===== config.mk =====
export PLATFORM = sky130hd
export DESIGN_NAME = psum_abs_sum
export DESIGN_NICKNAME = d
export VERILOG_FILES = /design/src/logic/sfu_pkg.sv /design/src/logic/psum_abs_sum.sv
export VERILOG_INCLUDE_DIRS = /design/src /design/src/logic
export SDC_FILE = /design/constraint.sdc
export NUM_CORES = 1
export LEC_CHECK = 0
export ABC_AREA = 1
export ABC_CLOCK_PERIOD_IN_PS = 8200
export BUFFER_PORTS_ARGS = -buffer_cell sky130_fd_sc_hd__buf_4
export CORE_ASPECT_RATIO = 1.1
export CORE_MARGIN = 5
export CORE_UTILIZATION = 41
export DETAILED_ROUTE_END_ITERATION = 12
export GPL_ROUTABILITY_DRIVEN = 0
export PLACE_DENSITY = 0.71
export SKIP_LAST_GASP = 1
export SYNTH_ARGS = -nofsm -noshare
export SYNTH_HDL_FRONTEND = slang
export SYNTH_SLANG_ARGS = --single-unit
export TNS_END_PERCENT = 30

===== constraint.sdc =====
create_clock -name vclk -period 8.2
set_input_delay 0.41 -clock vclk [all_inputs]
set_output_delay 0.41 -clock vclk [all_outputs]
set_load 0.1 [all_outputs]

===== src/logic/sfu_consts.svh =====
// ~~~~~~~~~~~~~~~~~~~~~~~~~~~~~~~~~~~~~~~~~~~~~~~~~~~~~~~~~~~~~~~~~~~~~~~~~
// sizing macros for the sfu: lanes, widths, queue depth, fraction bits
// ~~~~~~~~~~~~~~~~~~~~~~~~~~~~~~~~~~~~~~~~~~~~~~~~~~~~~~~~~~~~~~~~~~~~~~~~~
`ifndef SFU_CONSTS_SVH
`define SFU_CONSTS_SVH

// psum columns handled per beat
`define SFU_COLS 8

// width of one column partial sum
`define SFU_PSUM_BW 12

// local lane sum, 4 bits headroom covers eight lanes
`define SFU_SUM_BW (`SFU_PSUM_BW + 4)

// entries per queue
`define SFU_FIFO_DEPTH 16

// lane is scaled by 2^frac before the divide
`define SFU_FRAC_BITS 12

`endif


===== src/logic/sfu_pkg.sv =====
// ~~~~~~~~~~~~~~~~~~~~~~~~~~~~~~~~~~~~~~~~~~~~~~~~~~~~~~~~~~~~~~~~~~~~~~~~~
// sfu types: lane vector, lane sum, local queue entry
// ~~~~~~~~~~~~~~~~~~~~~~~~~~~~~~~~~~~~~~~~~~~~~~~~~~~~~~~~~~~~~~~~~~~~~~~~~
`include "sfu_consts.svh"

package sfu_pkg;

  // eight 12-bit lanes, lane 0 in the low bits
  // same layout for raw input, magnitudes and normalized output
  typedef logic [`SFU_COLS-1:0][`SFU_PSUM_BW-1:0] psum_vec_t;

  // unsigned sum of lane magnitudes
  // also the format exchanged with the peer core
  typedef logic [`SFU_SUM_BW-1:0] psum_sum_t;

  // local queue payload
  // magnitudes and their sum are written and popped together
  typedef struct packed {
    psum_vec_t abs_vec;
    psum_sum_t local_sum;
  } norm_entry_t;

endpackage


===== src/logic/psum_abs_sum.sv =====
// ~~~~~~~~~~~~~~~~~~~~~~~~~~~~~~~~~~~~~~~~~~~~~~~~~~~~~~~~~~~~~~~~~~~~~~~~~
// accumulate stage: lane magnitudes, lane sum and queue write strobe
// ~~~~~~~~~~~~~~~~~~~~~~~~~~~~~~~~~~~~~~~~~~~~~~~~~~~~~~~~~~~~~~~~~~~~~~~~~
`timescale 1ns/1ps
`include "sfu_consts.svh"

module psum_abs_sum import sfu_pkg::*; (
  input  psum_vec_t   psum_in,
  input  logic        sign_mode,
  input  logic        acc,
  input  logic        ofifo_valid,
  output norm_entry_t entry,
  output psum_sum_t   entry_sum,
  output logic        wr
);

  psum_vec_t abs_vec;
  psum_sum_t lane_sum;

  // per-lane sign handling
  for (genvar i = 0; i < `SFU_COLS; i++) begin : g_abs
    logic neg;

    // top bit only means negative in signed mode
    assign neg = sign_mode & psum_in[i][`SFU_PSUM_BW-1];

    // two's complement magnitude
    // -2048 maps to 2048, still fits unsigned in 12 bits
    assign abs_vec[i] = neg ? (~psum_in[i] + 1'b1) : psum_in[i];
  end

  // sum of the eight magnitudes
  always_comb begin
    lane_sum = '0;
    for (int i = 0; i < `SFU_COLS; i++) begin
      // zero extend each lane to the sum width
      lane_sum = lane_sum + psum_sum_t'(abs_vec[i]);
    end
  end

  // local queue payload
  assign entry.abs_vec   = abs_vec;
  assign entry.local_sum = lane_sum;

  // same sum goes out to the peer core
  assign entry_sum = lane_sum;

  // accumulate beat
  // one strobe writes the local and the outgoing queue
  assign wr = acc & ofifo_valid;

endmodule


Word level (Yosys, flattened, before mapping). Index checks and enable logic that the tools add are counted.

Register bits: 0. Input port bits: 99. Output and inout port bits: 129. Word-level logic and storage cells: 40.

$add $sub $neg: 15. Muxes and demuxes: 8. Bitwise gates (word level): 17.

Operator list (count): $add A12 B1 Y12 const B (8); $mux W12 (8); $not A12 Y12 (8); $add A16 B12 Y16 (3); $add A15 B12 Y16 (1); $add A14 B12 Y15 (1); $add A13 B12 Y14 (1); $add A12 B12 Y13 (1); $and A1 B1 Y1 (9).

Logic depth before layout (Yosys ltp). Gate-level depths: netlist of run 1.

Word-level depth: 10. Mapped depth: 26. Depth with buffers taken out: 25.

Least setup slack after synthesis of run 1. Ideal clock, no wire load.

Kind: input -> output. Start: input port sign_mode. End: output port entry_sum[8]. Arrival time: 8.165 ns. Path slack: -0.375 ns. Cell stages on the path: 21. Cells stage by stage: buf_6 nand2_2 inv_2 buf_6 o21ai_0 fa_1 inv_1 fa_1 fa_1 fa_1 inv_1 ha_1 inv_1 fa_1 inv_1 nand3_1 nand3_1 nand2_1 nand2_1 xor2_1 buf_4.

RTL lines: start, declared (line psum_abs_sum.sv:9) `input logic sign_mode,`; end, declared (line psum_abs_sum.sv:13) `output psum_sum_t entry_sum,`.

==> results of run 1 <==
==> final timing paths <==
check / endpoint / startpoint / slack [ns]
worst min-delay path: entry[88] / psum_in[72] / 1.17
worst max-delay path: entry[8] / sign_mode / 2.61
==> layout make-up <==
cell class	instances	area, µm²	area share [%]
inverters	197	739	11.4
multi-input cells	529	3860	59.5
well taps	150	188	2.89
repair buffers	226	1700	26.2
==> through the flow <==
step | setup WS, ns | instance area, µm²
after detailed placement | 2.61 | 6480
after floorplan | 0.226 | 4850
after global placement | 2.61 | 6480
after CTS | 2.60 | 6480
final | 2.61 | 6480
after global routing | 2.28 | 6480
==> layer usage <==
| metal | vias to the layer above | routed length [µm] | GRT usage, % | share of wire [%] |
|---|---|---|---|---|
| met1 | 2353 | 6600 | 29.6 | 40 |
| met5 | - | 0 | 0 | 0 |
| li1 | 2607 | - | - | - |
| met2 | 224 | 8010 | 42.2 | 49 |
| met3 | 18 | 1520 | 4.18 | 9.2 |
| met4 | 0 | 333 | 4.06 | 2.0 |
==> logic make-up (layout without fill, tap and decap cells) <==
| logic type | count (synthesis) | count (layout) | synth area share [%] |
|---|---|---|---|
| xor gates and xnor gates | 58 | 58 | 10.5 |
| adders and majority gates | 94 | 94 | 35.3 |
| AOI/OAI and AO/OA | 55 | 55 | 5.96 |
| buffers and inverters | 228 | 423 | 20.4 |
| and+or+nand+nor | 320 | 320 | 27.8 |
| other | 1 | 2 | 0.0773 |
==> placed cells by master (no fill, tap or decap) <==
cell type,instances
sky130_fd_sc_hd__buf_4,226
sky130_fd_sc_hd__inv_1,191
sky130_fd_sc_hd__nand2_1,184
sky130_fd_sc_hd__fa_1,71
sky130_fd_sc_hd__nor2_1,58
sky130_fd_sc_hd__nand3_1,50
sky130_fd_sc_hd__xor2_1,48
sky130_fd_sc_hd__o21ai_0,25
sky130_fd_sc_hd__ha_1,23
sky130_fd_sc_hd__a21oi_1,13
sky130_fd_sc_hd__o21ai_1,12
sky130_fd_sc_hd__xnor2_1,10
sky130_fd_sc_hd__nand3b_1,9
sky130_fd_sc_hd__nand4_1,7
sky130_fd_sc_hd__inv_2,6
sky130_fd_sc_hd__nor3_1,6
sky130_fd_sc_hd__nand2_2,3
sky130_fd_sc_hd__o21ai_2,3
sky130_fd_sc_hd__nand2_4,2
sky130_fd_sc_hd__a31oi_1,2
sky130_fd_sc_hd__conb_1,2
sky130_fd_sc_hd__and2_1,1
==> worst max-delay path: stages <==
cell and delay, ns:
sky130_fd_sc_hd__buf_4 0.24, sky130_fd_sc_hd__nand2_1 0.22, sky130_fd_sc_hd__nor2_1 0.16, sky130_fd_sc_hd__xor2_1 0.29
sky130_fd_sc_hd__fa_1 0.48, sky130_fd_sc_hd__fa_1 0.52, sky130_fd_sc_hd__fa_1 0.55, sky130_fd_sc_hd__inv_1 0.06
sky130_fd_sc_hd__fa_1 0.46, sky130_fd_sc_hd__inv_1 0.06, sky130_fd_sc_hd__ha_1 0.25, sky130_fd_sc_hd__inv_1 0.08
sky130_fd_sc_hd__fa_1 0.40, sky130_fd_sc_hd__inv_1 0.12, sky130_fd_sc_hd__nand3_1 0.07, sky130_fd_sc_hd__nand3_1 0.15
sky130_fd_sc_hd__nand2_1 0.07, sky130_fd_sc_hd__nand2_1 0.07, sky130_fd_sc_hd__xor2_1 0.20, sky130_fd_sc_hd__buf_4 0.33
==> Implementation_results.wiki, run 1 <==
{| class="wikitable"
! Metric !! Value
|-
| Run status || finished, final reports clean
|-
| Antenna diode instance count || 0
|-
| Post-Route Setup TNS || 0 ns
|-
| GR Util All Layers || 23.4%
|-
| Chip Height || 124 µm
|-
| Largest net degree at the start of global routing || 15
|-
| Area growth syn-to-layout || 33.8%
|-
| Kind of capture point of the worst setup path || primary output
|-
| Peak fanout along the critical path || 14
|-
| Routed vias/inst || 4.72
|-
| Fraction of the yosys area taken by sequential cells || 0%
|-
| Standard-cell row count || 41
|-
| Number of endpoints failing setup at the final stage || 0
|-
| Minimum hold slack || 1.17 ns
|-
| Count of pins on the block boundary || 228
|-
| Worst-margin pin slew || 0.672 ns
|-
| Shortest period the worst path allows || 5.59 ns
|-
| Die footprint || 14100 µm²
|-
| Number of different library cells in the post-synthesis netlist || 23
|-
| Worst Path Required || 7.79 ns
|-
| Post_cts resized || 0
|-
| Total number of vias || 5202
|-
| CORE AREA || 11500 µm²
|-
| Unrepaired setup endpoints after global routing || false
|-
| Fin util || 56.2%
|-
| Share of Yosys cell area claimed by the top area cell type || 29.3%
|-
| Period utilisation layout || 68.2%
|-
| Post-Syn Area per Cell || 6.41 µm²
|-
| Drt first pass iters || 5
|-
| CLK BUF || 0
|-
| Final Max Tran Viols || 0
|-
| Top cell type by total area after synthesis || sky130_fd_sc_hd__fa_1
|-
| Count of flip-flops and latches || 0
|-
| Number of global-route vias before repair || 5187
|-
| Most repeated cell in the gate-level netlist after synthesis || sky130_fd_sc_hd__inv_1
|-
| Effective utilization at floorplan || 42.0%
|-
| Top cells by area, synth || sky130_fd_sc_hd__fa_1 (29%), sky130_fd_sc_hd__inv_1 (15%), sky130_fd_sc_hd__nand2_1 (14%), sky130_fd_sc_hd__xor2_1 (8.7%), sky130_fd_sc_hd__ha_1 (5.9%)
|-
| Yosys synthesis warning count || 0
|-
| Post-CTS setup repair buffer count || 0
|-
| Max-capacitance violation count || 0
|-
| Final number of hold-violating endpoints || 0
|-
| Post-cts hold buffer count || 0
|-
| Placed wire-length estimate after detailed placement || 15300 µm
|-
| Number of cells in the design after placement || 1102
|-
| Worst Setup Path Type || in -> out
|-
| Arrival time worst endpoint || 5.18 ns
|-
| Fmax || 179 MHz
|-
| Sequential cell area || 0 µm²
|-
| Quantity of I/O buffers inserted on ports || 226
|-
| Initial antenna violation count || 0
|-
| Kind of start point of the critical path || input pin
|-
| Worst Hold Class || in -> out
|-
| Residual DRC count || 0
|-
| Chip width || 114 µm
|-
| Final wirelength || 16500 µm
|-
| Mapped cell area || 4850 µm²
|-
| Starting DRC count in detailed routing || 309
|-
| Routed Antenna Nets || 0
|-
| Non-Filler Instances || 1102
|-
| Post-Synthesis Cells || 756
|-
| Count of nets after finishing || 1147
|-
| Filler cell count || 1178
|-
| Slew margin rel. || 54.8%
|-
| Remaining global-route overflow || 0
|-
| Post-synth top cells || sky130_fd_sc_hd__inv_1 (191), sky130_fd_sc_hd__nand2_1 (184), sky130_fd_sc_hd__fa_1 (71)
|-
| Instance count along the most critical hold path || 2
|-
| Wire length of the first global-routing pass || 26100 µm
|-
| Mean routed wirelength per cell || 14.9 µm
|-
| Share of layout cells above drive strength 1 || 25.2%
|}
Power of run 1 is left out: the tool's default activity adds up to more than one toggle a clock period on the data nets, which glitch-free logic cannot reach.
==> run 2: changes to the inputs <==
--- a/config.mk
+++ b/config.mk
@@ -7,7 +7,7 @@
 export NUM_CORES = 1
 export LEC_CHECK = 0
 export ABC_AREA = 1
-export ABC_CLOCK_PERIOD_IN_PS = 8200
+export ABC_CLOCK_PERIOD_IN_PS = 5550
 export BUFFER_PORTS_ARGS = -buffer_cell sky130_fd_sc_hd__buf_4
 export CORE_ASPECT_RATIO = 1.1
 export CORE_MARGIN = 5
==> constraint.sdc (replaced) <==
create_clock -name vclk -period 5.55
set_input_delay 0.2775 -clock vclk [all_inputs]
set_output_delay 0.2775 -clock vclk [all_outputs]
set_load 0.1 [all_outputs]
==> Implementation_results.wiki, run 2 (same netlist as run 1, synthesis figures left out) <==
{| class="wikitable"
! Metric !! Value
|-
| Final wirelength || 18000 µm
|-
| Starting DRC count in detailed routing || 279
|-
| Post_cts resized || 0
|-
| GR Util All Layers || 25.5%
|-
| Most common cell after layout, fill and taps aside || sky130_fd_sc_hd__buf_4
|-
| Routed vias/inst || 4.88
|-
| Final number of hold-violating endpoints || 0
|-
| Wire length of the first global-routing pass || 28100 µm
|-
| Worst Setup Path Type || in -> out
|-
| Post-cts hold buffer count || 0
|-
| Shortest period the worst path allows || 5.30 ns
|-
| Mean routed wirelength per cell || 16.3 µm
|-
| Count of flip-flops and latches || 0
|-
| Fmax || 189 MHz
|-
| Kind of start point of the critical path || input pin
|-
| Fin util || 65.4%
|-
| Standard-cell row count || 41
|-
| Effective utilization at floorplan || 42.0%
|-
| Post-CTS setup repair buffer count || 0
|-
| Total number of vias || 5388
|-
| Largest net degree at the start of global routing || 15
|-
| Arrival time worst endpoint || 5.02 ns
|-
| Uppermost layer routed || met4
|-
| Residual DRC count || 0
|-
| Run status || finished, final reports clean
|-
| Number of endpoints failing setup at the final stage || 0
|-
| Worst Hold Class || in -> out
|-
| Placed wire-length estimate after detailed placement || 16700 µm
|-
| Peak fanout along the critical path || 3
|-
| Start point of the critical path || psum_in[48]
|-
| Quantity of I/O buffers inserted on ports || 226
|-
| Met1 wire length || 6980 µm
|-
| Period utilisation layout || 95.4%
|-
| Unrepaired setup endpoints after global routing || true
|-
| Metal2 WL || 9100 µm
|-
| CORE AREA || 11500 µm²
|-
| Initial antenna violation count || 0
|-
| Hold wc startpoint || psum_in[72]
|-
| Remaining global-route overflow || 0
|-
| Chip Height || 124 µm
|-
| Met3 Routed Length || 1520 µm
|-
| Routed Antenna Nets || 0
|-
| Drt first pass iters || 5
|-
| Sequential cell area || 0 µm²
|-
| Share of layout cells above drive strength 1 || 36.7%
|-
| Area growth syn-to-layout || 55.7%
|-
| Max-capacitance violation count || 0
|-
| Die footprint || 14100 µm²
|-
| Slew margin rel. || 59.2%
|-
| Count of pins on the block boundary || 228
|-
| Count of nets after finishing || 1148
|-
| Chip width || 114 µm
|-
| CLK BUF || 0
|-
| Commonest cells after routing, fill and taps aside || sky130_fd_sc_hd__buf_4 (223), sky130_fd_sc_hd__inv_1 (180), sky130_fd_sc_hd__nand2_1 (167), sky130_fd_sc_hd__fa_1 (70), sky130_fd_sc_hd__nor2_1 (53)
|-
| Worst-margin pin slew || 0.605 ns
|-
| Final Max Tran Viols || 0
|-
| Number of global-route vias before repair || 5636
|-
| Antenna diode instance count || 0
|-
| Worst Path Required || 5.27 ns
|-
| Kind of capture point of the worst setup path || primary output
|}
run 2: cell count changes in the layout (fill, tap and decap cells not counted), moves of 6 or more:
cell                         change
sky130_fd_sc_hd__nand2_1        -17
sky130_fd_sc_hd__nand2_2        +14
sky130_fd_sc_hd__o21ai_1         -6
sky130_fd_sc_hd__xor2_1         -37
sky130_fd_sc_hd__o21ai_2         +9
sky130_fd_sc_hd__clkinvlp_4      +6
sky130_fd_sc_hd__o21ai_0         -6
sky130_fd_sc_hd__xnor2_1         -7
sky130_fd_sc_hd__ha_4            +8
sky130_fd_sc_hd__xor2_2          +8
sky130_fd_sc_hd__ha_1            -9
sky130_fd_sc_hd__xor2_4         +29
sky130_fd_sc_hd__inv_1          -11
run 2: metrics by stage:
stage          setup TNS (ns)  instance area (µm²)  hold slack, ns  instances  setup slack, ns
6_report                    0                 7550           0.900       1103            0.254
5_1_grt                     0                 7550           0.905       1103          0.00110
4_1_cts                     0                 7530           0.901       1103            0.181
3_5_place_dp                0                 7530           0.901       1103            0.197
3_3_place_gp                0                 7530           0.903       1103            0.276
2_1_floorplan           -1.51                 5940           0.761        757           -0.292
run 2: per-layer routing:
| layer | vias to the layer above | GRT usage, % |
|---|---|---|
| met5 | - | 0 |
| met4 | 0 | 3.61 |
| met3 | 26 | 4.57 |
| met2 | 238 | 48.2 |
| met1 | 2539 | 30.8 |
| li1 | 2585 | - |
run 2: final timing paths:
path,endpoint,depth (start not counted)
worst min-delay path,entry[88],2
worst max-delay path,entry_sum[8],22
run 2: worst max-delay path, cell delays in order:
cell	delay [ns]
sky130_fd_sc_hd__buf_4	0.11
sky130_fd_sc_hd__inv_1	0.06
sky130_fd_sc_hd__ha_1	0.21
sky130_fd_sc_hd__nor2_1	0.13
sky130_fd_sc_hd__xor2_1	0.16
sky130_fd_sc_hd__inv_1	0.11
sky130_fd_sc_hd__fa_1	0.61
sky130_fd_sc_hd__fa_1	0.47
sky130_fd_sc_hd__fa_1	0.55
sky130_fd_sc_hd__inv_1	0.06
sky130_fd_sc_hd__fa_1	0.47
sky130_fd_sc_hd__inv_1	0.08
sky130_fd_sc_hd__ha_1	0.21
sky130_fd_sc_hd__inv_1	0.07
sky130_fd_sc_hd__fa_1	0.42
sky130_fd_sc_hd__inv_1	0.10
sky130_fd_sc_hd__nand3_1	0.08
sky130_fd_sc_hd__nand3_2	0.13
sky130_fd_sc_hd__nand2_1	0.07
sky130_fd_sc_hd__nand2_1	0.15
sky130_fd_sc_hd__xor2_4	0.16
sky130_fd_sc_hd__buf_4	0.30
run 2: layout make-up:
cell class | count | area, µm²
multi-input cells | 529 | 4880
well taps | 150 | 188
repair buffers | 227 | 1720
fillers | 1049 | 3990
inverters | 197 | 767
Power of run 2 is left out for the same reason.
