[src/logic/sfu_consts.svh]
// ~~~~~~~~~~~~~~~~~~~~~~~~~~~~~~~~~~~~~~~~~~~~~~~~~~~~~~~~~~~~~~~~~~~~~~~~~
// sizing macros for the sfu: lanes, widths, queue depth, fraction bits
// ~~~~~~~~~~~~~~~~~~~~~~~~~~~~~~~~~~~~~~~~~~~~~~~~~~~~~~~~~~~~~~~~~~~~~~~~~
`ifndef SFU_CONSTS_SVH
`define SFU_CONSTS_SVH

// psum columns handled per beat
`define SFU_COLS 8

// width of one column partial sum
`define SFU_PSUM_BW 12

// local lane sum, 4 bits headroom covers eight lanes
`define SFU_SUM_BW (`SFU_PSUM_BW + 4)

// entries per queue
`define SFU_FIFO_DEPTH 16

// lane is scaled by 2^frac before the divide
`define SFU_FRAC_BITS 12

`endif

[src/logic/sfu_pkg.sv]
// ~~~~~~~~~~~~~~~~~~~~~~~~~~~~~~~~~~~~~~~~~~~~~~~~~~~~~~~~~~~~~~~~~~~~~~~~~
// sfu types: lane vector, lane sum, local queue entry
// ~~~~~~~~~~~~~~~~~~~~~~~~~~~~~~~~~~~~~~~~~~~~~~~~~~~~~~~~~~~~~~~~~~~~~~~~~
`include "sfu_consts.svh"

package sfu_pkg;

  // eight 12-bit lanes, lane 0 in the low bits
  // same layout for raw input, magnitudes and normalized output
  typedef logic [`SFU_COLS-1:0][`SFU_PSUM_BW-1:0] psum_vec_t;

  // unsigned sum of lane magnitudes
  // also the format exchanged with the peer core
  typedef logic [`SFU_SUM_BW-1:0] psum_sum_t;

  // local queue payload
  // magnitudes and their sum are written and popped together
  typedef struct packed {
    psum_vec_t abs_vec;
    psum_sum_t local_sum;
  } norm_entry_t;

endpackage

[src/logic/sfu_fifo.sv]
// ~~~~~~~~~~~~~~~~~~~~~~~~~~~~~~~~~~~~~~~~~~~~~~~~~~~~~~~~~~~~~~~~~~~~~~~~~
// single clock queue, generic payload, head shown while not empty
// ~~~~~~~~~~~~~~~~~~~~~~~~~~~~~~~~~~~~~~~~~~~~~~~~~~~~~~~~~~~~~~~~~~~~~~~~~
`timescale 1ns/1ps
`include "sfu_consts.svh"

module sfu_fifo import sfu_pkg::*; #(
  parameter type payload_t = psum_sum_t,
  parameter int  DEPTH     = `SFU_FIFO_DEPTH
) (
  input  logic     clk,
  input  logic     rst_n,
  input  logic     wr,
  input  payload_t din,
  input  logic     rd,
  output payload_t head,
  output logic     empty,
  output logic     full
);

  localparam int PTR_BW = $clog2(DEPTH);
  localparam int CNT_BW = PTR_BW + 1;

  payload_t          mem [DEPTH];
  logic [PTR_BW-1:0] wr_ptr;
  logic [PTR_BW-1:0] rd_ptr;
  logic [CNT_BW-1:0] count;

  // wrap at DEPTH, also correct for non power of two depths
  function automatic logic [PTR_BW-1:0] next_ptr(input logic [PTR_BW-1:0] ptr);
    if (ptr == PTR_BW'(DEPTH - 1)) begin
      return '0;
    end
    return ptr + 1'b1;
  endfunction

  // storage
  always_ff @(posedge clk) begin
    if (wr) begin
      mem[wr_ptr] <= din;
    end
  end

  // pointers and occupancy
  always_ff @(posedge clk) begin
    if (!rst_n) begin
      wr_ptr <= '0;
      rd_ptr <= '0;
      count  <= '0;
    end else begin
      if (wr) begin
        wr_ptr <= next_ptr(wr_ptr);
      end
      if (rd) begin
        rd_ptr <= next_ptr(rd_ptr);
      end
      // simultaneous write and read keeps the count
      case ({wr, rd})
        2'b10:   count <= count + 1'b1;
        2'b01:   count <= count - 1'b1;
        default: count <= count;
      endcase
    end
  end

  // first-word fall-through
  // entry written at edge N is at the head right after N
  assign head  = mem[rd_ptr];
  assign empty = (count == '0);
  assign full  = (count == CNT_BW'(DEPTH));

  // upstream must respect the depth
  a_no_write_full : assert property (@(posedge clk) disable iff (!rst_n) wr |-> !full)
    else $error("sfu_fifo: write while full");

  // consumer must see data before popping
  a_no_read_empty : assert property (@(posedge clk) disable iff (!rst_n) rd |-> !empty)
    else $error("sfu_fifo: read while empty");

endmodule

[config.mk]
export PLATFORM = sky130hd
export DESIGN_NAME = sfu_fifo
export DESIGN_NICKNAME = d
export VERILOG_FILES = /design/src/logic/sfu_pkg.sv /design/src/logic/sfu_fifo.sv
export VERILOG_INCLUDE_DIRS = /design/src /design/src/logic
export SDC_FILE = /design/constraint.sdc
export NUM_CORES = 1
export LEC_CHECK = 0
export BUFFER_PORTS_ARGS = -buffer_cell sky130_fd_sc_hd__buf_2
export CAP_MARGIN = 5
export CELL_PAD_IN_SITES_DETAIL_PLACEMENT = 1
export CELL_PAD_IN_SITES_GLOBAL_PLACEMENT = 2
export CORE_UTILIZATION = 44
export DETAILED_ROUTE_END_ITERATION = 12
export GPL_TIMING_DRIVEN = 0
export PLACE_DENSITY_LB_ADDON = 0.1
export REMOVE_ABC_BUFFERS = 1
export SLEW_MARGIN = 10
export SYNTH_ARGS = -nofsm -noshare
export SYNTH_HDL_FRONTEND = slang
export SYNTH_SLANG_ARGS = --single-unit
export TNS_END_PERCENT = 50
[constraint.sdc]
create_clock -name clk -period 1.8 [get_ports clk]
set_input_delay 0.36 -clock clk [delete_from_list [all_inputs] [get_ports clk]]
set_output_delay 0.36 -clock clk [all_outputs]
set_load 0.02 [all_outputs]
* Yosys cells after proc, flatten, opt, wreduce, memory -nomap -nowiden
Memories as Yosys holds them, arrays and structs flattened. A register that Yosys moved wholly into a read port is not among the register bits.
Index checks and enable logic that the tools add are counted.
** Storage, ports and cells
- Register bits :: 13
- Memory bits (writable) :: 256
- Bits of input ports :: 20
- Logic and storage cells :: 30
- Memories :: 1
** Memory list
- mem :: depth 16, bits a word 16, rd ports 1, clocked after memory_dff 1, write ports 1, line sfu_fifo.sv:24 : payload_t mem [DEPTH];
** Cells by class
- Add/sub/neg operators :: 4
- Equality and inequality tests :: 5
- Muxes and demuxes :: 15
- Reductions and logical operators :: 2
** Operators by type and width (number)
- $mux W4 :: 6
- $pmux W5 S2 :: 1
- $add A4 B1 Y4 const B :: 2
- $eq A4 B4 Y1 const B :: 2
- $mux W1 :: 8
- $add A5 B1 Y5 const B :: 1
- $eq A5 B5 Y1 const B :: 1
- $logic_not A5 Y1 :: 1
- $sub A5 B1 Y5 const B :: 1
- $eq A2 B1 Y1 const B :: 1
- $eq A2 B2 Y1 const B :: 1
- $reduce_bool A2 Y1 :: 1

* Longest topological paths before layout
Gate-level depths: netlist of run 1.
- Depth after elaboration :: 7
- Mapped depth :: 9
- Mapped depth without buffers :: 8

* Worst setup path before layout of run 1
No wires, ideal clock.
- Path kind :: input -> register
- Start :: input wr
- End :: register count[4]
- Setup time :: 0.106 ns
- Arrival :: 1.853 ns
- Required time :: 1.694 ns
- Path slack :: -0.159 ns
- Cell stages on the path :: 9
- Cell sequence :: inv_1 > ha_1 > buf_2 > xor2_1 > ha_1 > or4b_1 > nand4_1 > nand4_1 > o311ai_0
** Between the ends
- Word-level cells in the longest chain between the ends :: 2
- Elaborated cells on any way between the ends :: 4
- Classes of those cells :: 2 x eq/ne; 1 x mux; 1 x reduce/logical
** Ends and longest elaborated chain
- from (decl) :: line sfu_fifo.sv:13 : input logic wr,
- $eq A2 B1 Y1 or $eq A2 B2 Y1 (tied branches) :: line sfu_fifo.sv:58 : case ({wr, rd})
- $pmux W5 S2 or $reduce_bool A2 Y1 (tied branches)
- to (signal assigned) :: line sfu_fifo.sv:59 : 2'b10: count <= count + 1'b1;
- to (signal assigned) :: line sfu_fifo.sv:60 : 2'b01: count <= count - 1'b1;
- to (signal assigned) :: line sfu_fifo.sv:61 : default: count <= count;
- to (decl) :: line sfu_fifo.sv:27 : logic [CNT_BW-1:0] count;
Several ways; a longest one is shown, not always the timed one.
A chain may end at the register's enable or synchronous reset.

==> impl_results.md, run 1 <==
* Outcome: finished with violations
* Failing checks: negative setup slack
* Setup total negative slack at -12.84 ns
* Grt total ovfl at 0
* Mean Syn Cell Area at 21.1 µm²
* Post-route ant nets at 0
* Slowest stage cell on the critical path: mux4_2
* Buffer and inverter count on the worst path at 3
* Internal at 11.1 mW
* Combinational share of power at 0.081
* Largest family of logic cells by synthesized area: multiplexers
* Sequential cell area fraction in the yosys report at 0.741
* Post-layout instance area at 12800 µm²
* Post-Layout Cell Count at 928
* Period utilisation layout at 1.46
* Reg area at 8050 µm²
* Initial Utilization at 0.446
* Crit path max fanout at 8
* Worst setup EP type: output port
* Vias in the first global route at 5745
* Fin. max-slew vios at 0
* Area share of fa/ha/maj cells after synthesis at 0.0104
* Multiplexer share of the synthesized area at 0.147
* Hold-fix buffers, CTS at 0
* FF-to-FF Start: count[1]$_SDFFE_PN0P_
* RSZ-0062 raised after global routing: true
* Leakage at 4.15 nW
* Number of fill cells at 2158
* Clock transition at path regs at 0.06 ns
* Clock skew at 0.00534 ns
* Placed cell count at 854
* I/O pin count at 38
* Synth cell types at 43
* Drt initial violations at 405
* CP peak stage delay at 0.52 ns
* Core Area at 24200 µm²
* Routed wire length at 24600 µm
* Pre-CTS setup slack at -0.876 ns
* P_sw at 3.02 mW
* Post-Synth Simple-Gate Area at 0.0402
* Placed Instance Area at 11300 µm²
* R2R setup slack at 0.06 ns
* Clock Tree Buf Depth at 3
* Worst reg2reg path depth at 7
* Max cap viols at 0
* Hold path start: wr
* First-pass GRT wire length at 36500 µm
* Post-synthesis compound-gate area fraction at 0.0321
* Post-synthesis xor/xnor area fraction at 0.00404
* Port bufs at 37
* Cell accounting for the most synthesized area: edfxtp_1
* Area contributors post-synth: edfxtp_1, mux4_2, mux4_1, dfxtp_1, a22oi_1
* CTS Sinks at 273
* CTS HTree Levels at 1
* Final setup margin at -0.824 ns
* CTS buffer count at 29
* Clk Latency, worst-skew pair at 0.53 ns
* Worst Path Required at 1.44 ns
* Clock power share at 0.415
* Hold Path Sink: wr_ptr[1]$_SDFFE_PN0P_
* Initial antenna violation count at 0
* WHS Path Cells at 3
* Final net count at 610
* Yosys reg bits at 273
* Die area at 25200 µm²
* Sw frac at 0.214
* Via density at 5.62
* Fin crit period at 2.62 ns
* Fin Hold WS at 0.169 ns
* Layout Utilization at 0.528
* Synth warnings at 0
* Largest net degree at the start of global routing at 37
* R2r endpoint: count[4]$_SDFFE_PN0P_
* Synth Cell Area at 10800 µm²
* Startpoint types: flop
* Worst path arrival time at 2.26 ns
* Worst VDD drop at 0.000683 V
* Multi-input gate area at 2680 µm²
* Mapped Cells at 514
* Relative slew slack at 0.509
* Detail Placement HPWL at 12700 µm
* GRT Util Overall at 0.199
* Peak Freq at 381 MHz
* Chip Width at 159 µm
* P per Cell Area at 1100 nW/µm²
* Drt pass-1 iters at 5
* DR DRC count at 0
* Slew @ Worst Pin at 0.734 ns
* Die height at 159 µm
* Worst hold path class: input pin to flop
* Pwr Total at 14.1 mW
* Critical path type: flop to output port
* Worst-path cell chain: buf_8 > buf_12 > mux4_2 > a22oi_2 > nand2_1 > buf_6
* CP delay by family, top: multiplexers
* Final Hold Fails at 0
* Final setup fails at 18
* Routability Congestion at 0.700
* Diode count at 0
* Cell at the root of the clock tree: clkbuf_16
* CTS tree: built
* Wire per inst at 26.5 µm
* Area grow syn2layout at 18.4%
* Layout cells sized above 1 at 0.374
* Vias at 5212
* Sequential share of power at 0.503
* Top cell type's share of synthesized area at 0.710
* Num rows at 57
-- power groups by stage --
stage / logic (mW) / registers, mW / clock network (mW)
2_1_floorplan: 0.489 / 7.26 / 0
3_3_place_gp: 0.736 / 7.31 / 0
3_5_place_dp: 0.798 / 7.27 / 0
4_1_cts: 1.11 / 7.09 / 5.96
5_1_grt: 1.22 / 7.10 / 6.19
6_report: 1.15 / 7.09 / 5.85
-- what timing repair did --
item	CTS	global route
setup buffers	13	1
endpoints found under the setup margin	274	148
gates cloned	6	0
resized for setup	95	37
pin swaps	17	10
-- worst min-delay path: stages --
cell and delay, ns:
buf_2 0.13, mux2i_1 0.08, nor2b_1 0.10
-- sequential cells by signal (all words and copies together), names as in the netlist, named ones only --
name    flops
mem       256
count       5
rd_ptr      4
wr_ptr      4
-- cells in the mapped netlist --
library cell,instances
and2_1,22
buf_1,1
a22oi_1,32
a21boi_0,2
and4_1,1
a21oi_1,5
nand4b_1,2
mux4_1,28
and3_1,2
or4b_1,1
a31oi_1,1
dfxtp_1,17
nor2b_1,6
mux2i_1,4
xnor2_1,3
or4_1,1
nand4bb_1,1
nand3b_1,1
buf_12,3
nor3_1,1
a311oi_1,2
xor2_1,2
o21ai_0,4
nand4_1,3
or3b_2,1
buf_2,3
ha_1,9
inv_1,5
clkbuf_2,1
clkbuf_8,5
nor3b_1,1
o211ai_1,2
nand2b_1,1
clkdlybuf4s50_2,1
nor2_1,8
clkbuf_1,6
or3_1,1
buf_6,6
mux4_2,36
o311ai_0,1
nand3_1,4
nand2_1,22
edfxtp_1,256
-- worst max-delay path by stage --
stage / slack [ns] / startpoint / depth (start not counted) / end
floorplan: -2.00 / flop / 3 / head[0]
global placement: -3.50 / flop / 4 / head[7]
detailed placement: -0.88 / flop / 5 / head[3]
CTS: -0.85 / flop / 6 / head[6]
global route: -0.90 / flop / 6 / head[14]
finish: -0.82 / flop / 6 / head[14]
-- cells in the final DEF, fill, tap and decap left out, types with 3 or more instances in the layout --
| cell type | Yosys | routed |
|---|---|---|
| edfxtp_1 | 256 | 256 |
| and2_2 | 0 | 4 |
| a22oi_2 | 0 | 28 |
| dfxtp_4 | 0 | 4 |
| a21oi_1 | 5 | 5 |
| nand4_1 | 3 | 3 |
| bufinv_16 | 0 | 4 |
| buf_2 | 3 | 26 |
| clkbuf_16 | 0 | 29 |
| dfxtp_1 | 17 | 11 |
| nand3_1 | 4 | 4 |
| nor2_1 | 8 | 5 |
| buf_6 | 6 | 12 |
| mux4_2 | 36 | 58 |
| ha_1 | 9 | 7 |
| a22oi_1 | 32 | 4 |
| clkinv_1 | 0 | 11 |
| nor2b_1 | 6 | 4 |
| and2_1 | 22 | 5 |
| nand2_1 | 22 | 22 |
| buf_4 | 0 | 5 |
| clkinv_2 | 0 | 9 |
| inv_1 | 5 | 5 |
| mux4_1 | 28 | 6 |
| buf_8 | 0 | 4 |
| o21ai_0 | 4 | 4 |
| buf_12 | 3 | 7 |
| buf_16 | 0 | 8 |
| mux2i_1 | 4 | 4 |
| and2_4 | 0 | 13 |
| xnor2_1 | 3 | 3 |
-- metal layers --
metal  up-vias  track usage  part of all wire  wire (µm)
li1       2275            -                 -          -
met1      2814        0.272              0.45      10900
met2        84        0.335              0.50      12300
met3        39       0.0235             0.028        693
met4         0       0.0656             0.026        637
met5         -            0                 0          0
-- logic make-up after synthesis --
logic type | after synthesis
compound gates | 49
xor+xnor | 5
fa+ha+maj | 9
buf+inv | 31
flops | 273
mux | 68
simple gates | 79
-- final cells by class --
class / instances / area share
Clock buffer: 29 / 0.0566
Clock inverter: 25 / 0.0168
Inverter: 5 / 0.00146
Multi-Input combinational cell: 210 / 0.209
Sequential cell: 273 / 0.628
Tap cell: 324 / 0.0316
Timing Repair Buffer: 62 / 0.0564
(Power assumes the default switching activity.)
==> run 2: changes to the inputs <==
CORE_UTILIZATION = 41   (was 44)
==> impl_results.md, run 2 (synthesis results as in run 1) <==
* Drt pass-1 iters at 4 (-1)
* Leading cell type in the layout, fill and taps excluded: edfxtp_1
* Internal at 10.9 mW (-1.6%)
* Setup total negative slack at -12.57 ns (+0.263 ns)
* GRT Util Overall at 0.186 (-0.0136)
* CP peak stage delay at 0.65 ns (+0.13 ns)
* Wire per inst at 25.9 µm (-1.9%)
* Vias at 5152 (-1.2%)
* CP delay by family, top: simple AND/OR/NAND/NOR gates
* Post-Layout Cell Count at 927 (-0.11%)
* Max FFs per register at 256 (unchanged)
* Biggest register: mem
* Initial Utilization at 0.417 (-0.0298)
* Layout cells sized above 1 at 0.307 (-0.0667)
* Routability Congestion at 0.714 (+2.0%)
* Slew @ Worst Pin at 0.742 ns (+0.00839 ns)
* Startpoint types: flop
* DR DRC count at 0 (unchanged)
* Sequential share of power at 0.513 (+0.010)
* Clk Latency, worst-skew pair at 0.54 ns (about the same)
* P per Cell Area at 1100 nW/µm² (-0.14%)
* Placed Instance Area at 11300 µm² (+0.12%)
* Crit path max fanout at 9 (+1)
* Stages on worst setup path at 5 (-1)
* Buffer and inverter count on the worst path at 2 (-1)
* P_sw at 2.94 mW (-2.7%)
* Placed cell count at 865 (+1.3%)
* Worst VDD drop at 0.000614 V (-10%)
* Final setup margin at -0.792 ns (+0.0325 ns)
* Worst-path cell chain: nor2b_2 > buf_8 > a22oi_1 > nand2_1 > buf_2
* Clock Tree Buf Depth at 3 (unchanged)
* Largest regs: mem (256), count (5)
* Die area at 27100 µm² (+7.2%)
* Vias in the first global route at 5507 (-4.1%)
* Port bufs at 37 (unchanged)
* Fin. max-slew vios at 0 (unchanged)
* Relative slew slack at 0.503 (-0.00562)
* Routed wire length at 24100 µm (-2.0%)
* Worst setup EP type: output port
* Fin crit period at 2.59 ns (-0.0325 ns)
* First-pass GRT wire length at 35300 µm (-3.2%)
* WHS Path Cells at 1 (-2)
* Clock skew at 0.0124 ns (+0.00704 ns)
* Detail Placement HPWL at 12500 µm (-1.9%)
* CTS tree: built
* Number of fill cells at 2339 (+8.4%)
* Clock transition at path regs at 0.06 ns (about the same)
* Post-layout instance area at 12600 µm² (-1.7%)
* R2R setup slack at 0.08 ns (+0.02 ns)
* Initial antenna violation count at 0 (unchanged)
* Num rows at 59 (+3.5%)
* Outcome: finished with violations
* RSZ-0062 raised after global routing: true
* Area grow syn2layout at 16.3%
* Via density at 5.56 (-1.0%)
* Leakage at 4.08 nW (-1.7%)
* Critical path type: flop to output port
* CTS HTree Levels at 1 (unchanged)
* Drt initial violations at 385 (-4.9%)
* Period utilisation layout at 1.44 (-0.0181)
* Diode count at 0 (unchanged)
* Grt total ovfl at 0 (unchanged)
* Worst Path Required at 1.44 ns (about the same)
* Worst hold path class: input pin to flop
* Max cap viols at 0 (unchanged)
* Chip Width at 165 µm (+3.6%)
* CTS buffer count at 29 (unchanged)
* Slowest stage cell on the critical path: nor2b_2
* Peak Freq at 386 MHz (+1.3%)
* Final setup fails at 18 (unchanged)
* Failing checks: negative setup slack
* Post-route ant nets at 0 (unchanged)
* Combinational share of power at 0.075 (-0.006)
* Final Hold Fails at 0 (unchanged)
* Worst path arrival time at 2.23 ns (-0.03 ns)
* Largest net degree at the start of global routing at 37 (unchanged)
* Core Area at 26000 µm² (+7.2%)
* Final net count at 603 (-1.1%)
* Cell at the root of the clock tree: clkbuf_16
* Clock power share at 0.412 (-0.003)
* Most frequent cells in the layout: edfxtp_1, mux4_2, clkbuf_16
* Worst reg2reg path depth at 7 (unchanged)
* CTS Sinks at 273 (unchanged)
* Sw frac at 0.212 (-0.00178)
* I/O pin count at 38 (unchanged)
* Die height at 165 µm (+3.6%)
[run 2: changes by cell type in the layout (fill, tap and decap cells not counted), sizes merged]
cell	previous run	this run
clkinvlp	0	2
buf	62	54
clkbuf	29	38
bufinv	4	3
clkinv	20	6
[run 2: area by class of cell]
type	instances	area, µm²	share of cell area
Sequential cell	273	8040	0.639
Clock inverter	12	139	0.0110
Tap cell	335	419	0.0333
Multi-Input combinational cell	210	2630	0.209
Inverter	5	18.8	0.00149
Clock buffer	37	756	0.0600
Timing Repair Buffer	55	589	0.0468
[run 2: final timing paths]
check                                              to                   from
worst min register to register  count[2]$_SDFFE_PN0P_  count[2]$_SDFFE_PN0P_
worst min-delay path              mem[5][7]$_DFFE_PP_                 din[7]
worst max-delay path                         head[15]                   flop
worst max register to register  count[4]$_SDFFE_PN0P_  count[1]$_SDFFE_PN0P_
[run 2: power by group through the flow]
stage               registers, mW  clock network (mW)  logic (mW)
floorplan                    7.26                   0       0.489
global placement             7.31                   0       0.740
detailed placement           7.26                   0       0.801
CTS                          7.10                5.80       0.998
global route                 7.11                6.03        1.12
finish                       7.10                5.69        1.03
[run 2: layer usage]
metal / share of wire / vias up / global-route usage / routed length [µm]
li1: - / 2263 / - / -
met1: 0.45 / 2746 / 0.253 / 10800
met2: 0.48 / 112 / 0.307 / 11500
met3: 0.057 / 31 / 0.0362 / 1370
met4: 0.017 / 0 / 0.0467 / 414
met5: 0 / - / 0 / 0
[run 2: through the flow]
stage	total power, mW	worst slack [ns]	hold WS (ns)	util
after floorplan	7.75	-2.00	0.459	-
after global placement	8.05	-3.55	0.523	0.430
after detailed placement	8.07	-0.865	0.537	0.434
after CTS	13.9	-0.843	0.169	0.483
after global routing	14.3	-0.880	0.181	0.485
final	13.8	-0.792	0.191	0.485
[run 2: timing repair]
item | 4_1_cts | 5_1_grt
hold buffers | 0 | 0
endpoints found under the setup margin | 275 | 75
buffers inserted | 7 | 2
cloned | 4 | 1
pin swaps | 7 | 3
resized for setup | 68 | 25
==> run 3: changes to the inputs <==
ABC_AREA = 1   (was unset)
CORE_UTILIZATION = 39   (was 41)
==> impl_results.md, run 3 <==
* Period utilisation layout at 1.31 (-0.131)
* DR DRC count at 0 (unchanged)
* Async SR Flop Fraction at 0 (unchanged)
* Final Hold Fails at 0 (unchanged)
* Crit path max fanout at 7 (-2)
* I/O pin count at 38 (unchanged)
* Worst hold path class: input pin to flop
* Post-route ant nets at 0 (unchanged)
* Die height at 172 µm (+4.8%)
* Main synth FF type: edfxtp_1
* Worst-path cell chain: buf_6 > buf_12 > clkbuf_16 > a21oi_2 > o21ai_1 > nand3_1 > nand3_1 > nand2_1 > buf_6
* Top cells by count, synth: edfxtp_1, inv_1, nand2_1
* P_sw at 3.52 mW (+20%)
* Worst Path Required at 1.44 ns (about the same)
* Routed wire length at 33900 µm (+41%)
* Slowest stage cell on the critical path: dfxtp_4
* Number of fill cells at 2822 (+21%)
* CTS Sinks at 273 (unchanged)
* Num rows at 61 (+3.4%)
* Worst setup EP type: output port
* Leakage at 5.42 nW (+33%)
* Diode count at 0 (unchanged)
* Biggest register: mem
* Fin. max-slew vios at 0 (unchanged)
* Fin crit period at 2.36 ns (-0.236 ns)
* Sequential cell area fraction in the yosys report at 0.709 (-0.0322)
* Startpoint types: flop
* Layout cells sized above 1 at 0.226 (-0.0814)
* EDFF count, synth at 256 (unchanged)
* Vias at 7671 (+49%)
* Area grow syn2layout at 28.8%
* Cell at the root of the clock tree: clkbuf_16
* Sequential share of power at 0.489 (-0.024)
* Clock skew at 0.0110 ns (-0.00143 ns)
* RSZ-0062 raised after global routing: true
* Cell accounting for the most synthesized area: edfxtp_1
* Peak Freq at 425 MHz (+10%)
* Routability Congestion at 0.722 (+1.1%)
* Clock Tree Buf Depth at 3 (unchanged)
* GRT Util Overall at 0.230 (+0.0440)
* R2R setup slack at 0.07 ns (about the same)
* Clock transition at path regs at 0.06 ns (about the same)
* Yosys reg bits at 273 (unchanged)
* Synth Cell Area at 11300 µm² (+4.5%)
* CTS tree: built
* Final net count at 1073 (+78%)
* Clk Latency, worst-skew pair at 0.55 ns (about the same)
* Worst path arrival time at 2.00 ns (-0.23 ns)
* Sw frac at 0.243 (+0.0304)
* Internal at 11.0 mW (+0.83%)
* CTS buffer count at 30 (+3.4%)
* Wire per inst at 23.5 µm (-9.4%)
* Failing checks: negative setup slack
* Slew @ Worst Pin at 0.770 ns (+0.0277 ns)
* CP delay by family, top: buffers and inverters
* Area contributors post-synth: edfxtp_1, inv_1, nand3_1, o211ai_1, nand2_1
* Pre-CTS setup slack at -1.20 ns (-0.335 ns)
* Worst VDD drop at 0.000678 V (+10%)
* Top cell type's share of synthesized area at 0.679 (-0.0308)
* Leading cell type in the layout, fill and taps excluded: edfxtp_1
* Initial antenna violation count at 0 (unchanged)
* Synth warnings at 0 (unchanged)
* Initial Utilization at 0.402 (-0.0148)
* Drt initial violations at 505 (+31%)
* Chip Width at 172 µm (+4.8%)
* Vias in the first global route at 7687 (+40%)
* Mapped Cells at 942 (+83%)
* Core Area at 28200 µm² (+8.4%)
* Outcome: finished with violations
* Buffer and inverter count on the worst path at 4 (+2)
* Most frequent cell after synthesis: edfxtp_1
* Largest regs: mem (256), count (5)
* CTS HTree Levels at 1 (unchanged)
* CP peak stage delay at 0.37 ns (-0.28 ns)
* Drt pass-1 iters at 5 (+1)
* Via density at 5.31 (-4.4%)
* Combinational share of power at 0.122 (+0.047)
* Port bufs at 37 (unchanged)
* Max FFs per register at 256 (unchanged)
* Die area at 29700 µm² (+9.8%)
* Detail Placement HPWL at 14800 µm (+19%)
* WHS Path Cells at 3 (+2)
* P per Cell Area at 995 nW/µm² (-9.4%)
* Largest net degree at the start of global routing at 41 (+11%)
* Worst reg2reg path depth at 4 (-3)
* Final setup margin at -0.555 ns (+0.236 ns)
* Relative slew slack at 0.486 (-0.0174)
* Max cap viols at 0 (unchanged)
* Stages on worst setup path at 9 (+4)
* Pwr Total at 14.5 mW (+4.9%)
* Grt total ovfl at 0 (unchanged)
* Final setup fails at 16 (-2)
* Synth cell types at 19 (-56%)
* First-pass GRT wire length at 48600 µm (+38%)
* Most frequent cells in the layout: edfxtp_1, inv_1, nand3_1
* Mean Syn Cell Area at 12.0 µm² (-43%)
* Critical path type: flop to output port
* Clock power share at 0.390 (-0.022)
[run 3: cell types whose count changed in the layout (fill, tap and decap cells not counted), sizes merged, moves of 62 or more]
cell    before  now
nand2       22  106
o211ai       2   64
o21ai        4   73
nand3        4  105
inv          6  151
a21oi        5   73
mux4        64    0
[run 3: layout make-up]
| type | instances | area [µm²] | area share |
|---|---|---|---|
| Timing Repair Buffer | 122 | 1840 | 0.126 |
| Sequential cell | 273 | 8050 | 0.552 |
| Multi-Input combinational cell | 466 | 2750 | 0.189 |
| Clock inverter | 18 | 116 | 0.00798 |
| Inverter | 151 | 578 | 0.0396 |
| Tap cell | 378 | 473 | 0.0324 |
| Clock buffer | 36 | 773 | 0.0530 |
[run 3: logic make-up after synthesis]
family          share of synthesized area
compound gates                      0.108
simple gates                       0.0927
xor+xnor                          0.00232
flops                               0.709
buf+inv                            0.0780
fa+ha+maj                         0.00995
[run 3: worst min-delay path: cells and delay by family]
family | cells | cell delay, ns
buf+inv | 1 | 0.15
compound gates | 2 | 0.12
[run 3: final timing paths]
check                                       startpoint               endpoint
worst max-delay path                              flop               head[12]
worst min register to register   count[0]$_SDFFE_PN0P_  count[0]$_SDFFE_PN0P_
worst max register to register  wr_ptr[2]$_SDFFE_PN0P_  mem[10][10]$_DFFE_PP_
worst min-delay path                             rst_n  count[0]$_SDFFE_PN0P_
[run 3: metal layers]
layer	routed length (µm)	GRT usage	up-vias
met1	15200	0.309	3919
li1	-	-	3540
met2	16600	0.392	164
met5	0	0	-
met3	1470	0.0293	48
met4	721	0.0589	0
[run 3: repair_timing]
action | in CTS | in global routing
hold buffers | 0 | 0
cloned | 18 | 10
gates resized for setup | 120 | 58
setup endpoints to repair | 264 | 122
pin swaps | 73 | 40
buffers inserted | 39 | 8
[run 3: per-stage QoR]
step	hold slack [ns]	setup TNS [ns]	std cells	util	area (µm²)
2_1_floorplan	0.459	-55.83	890	-	11000
3_3_place_gp	0.491	-385.69	1305	0.414	11700
3_5_place_dp	0.496	-57.74	1316	0.426	12000
4_1_cts	0.114	-9.10	1426	0.501	14100
5_1_grt	0.136	-9.32	1444	0.518	14600
6_report	0.132	-7.84	1444	0.518	14600
[run 3: power groups by stage]
| stage | clock [mW] | combinational (mW) | sequential (mW) |
|---|---|---|---|
| CTS | 5.74 | 1.60 | 7.08 |
| detailed placement | 0 | 1.09 | 7.24 |
| global route | 5.98 | 1.91 | 7.09 |
| global placement | 0 | 0.914 | 7.42 |
| floorplan | 0 | 0.580 | 7.33 |
| finish | 5.65 | 1.77 | 7.09 |
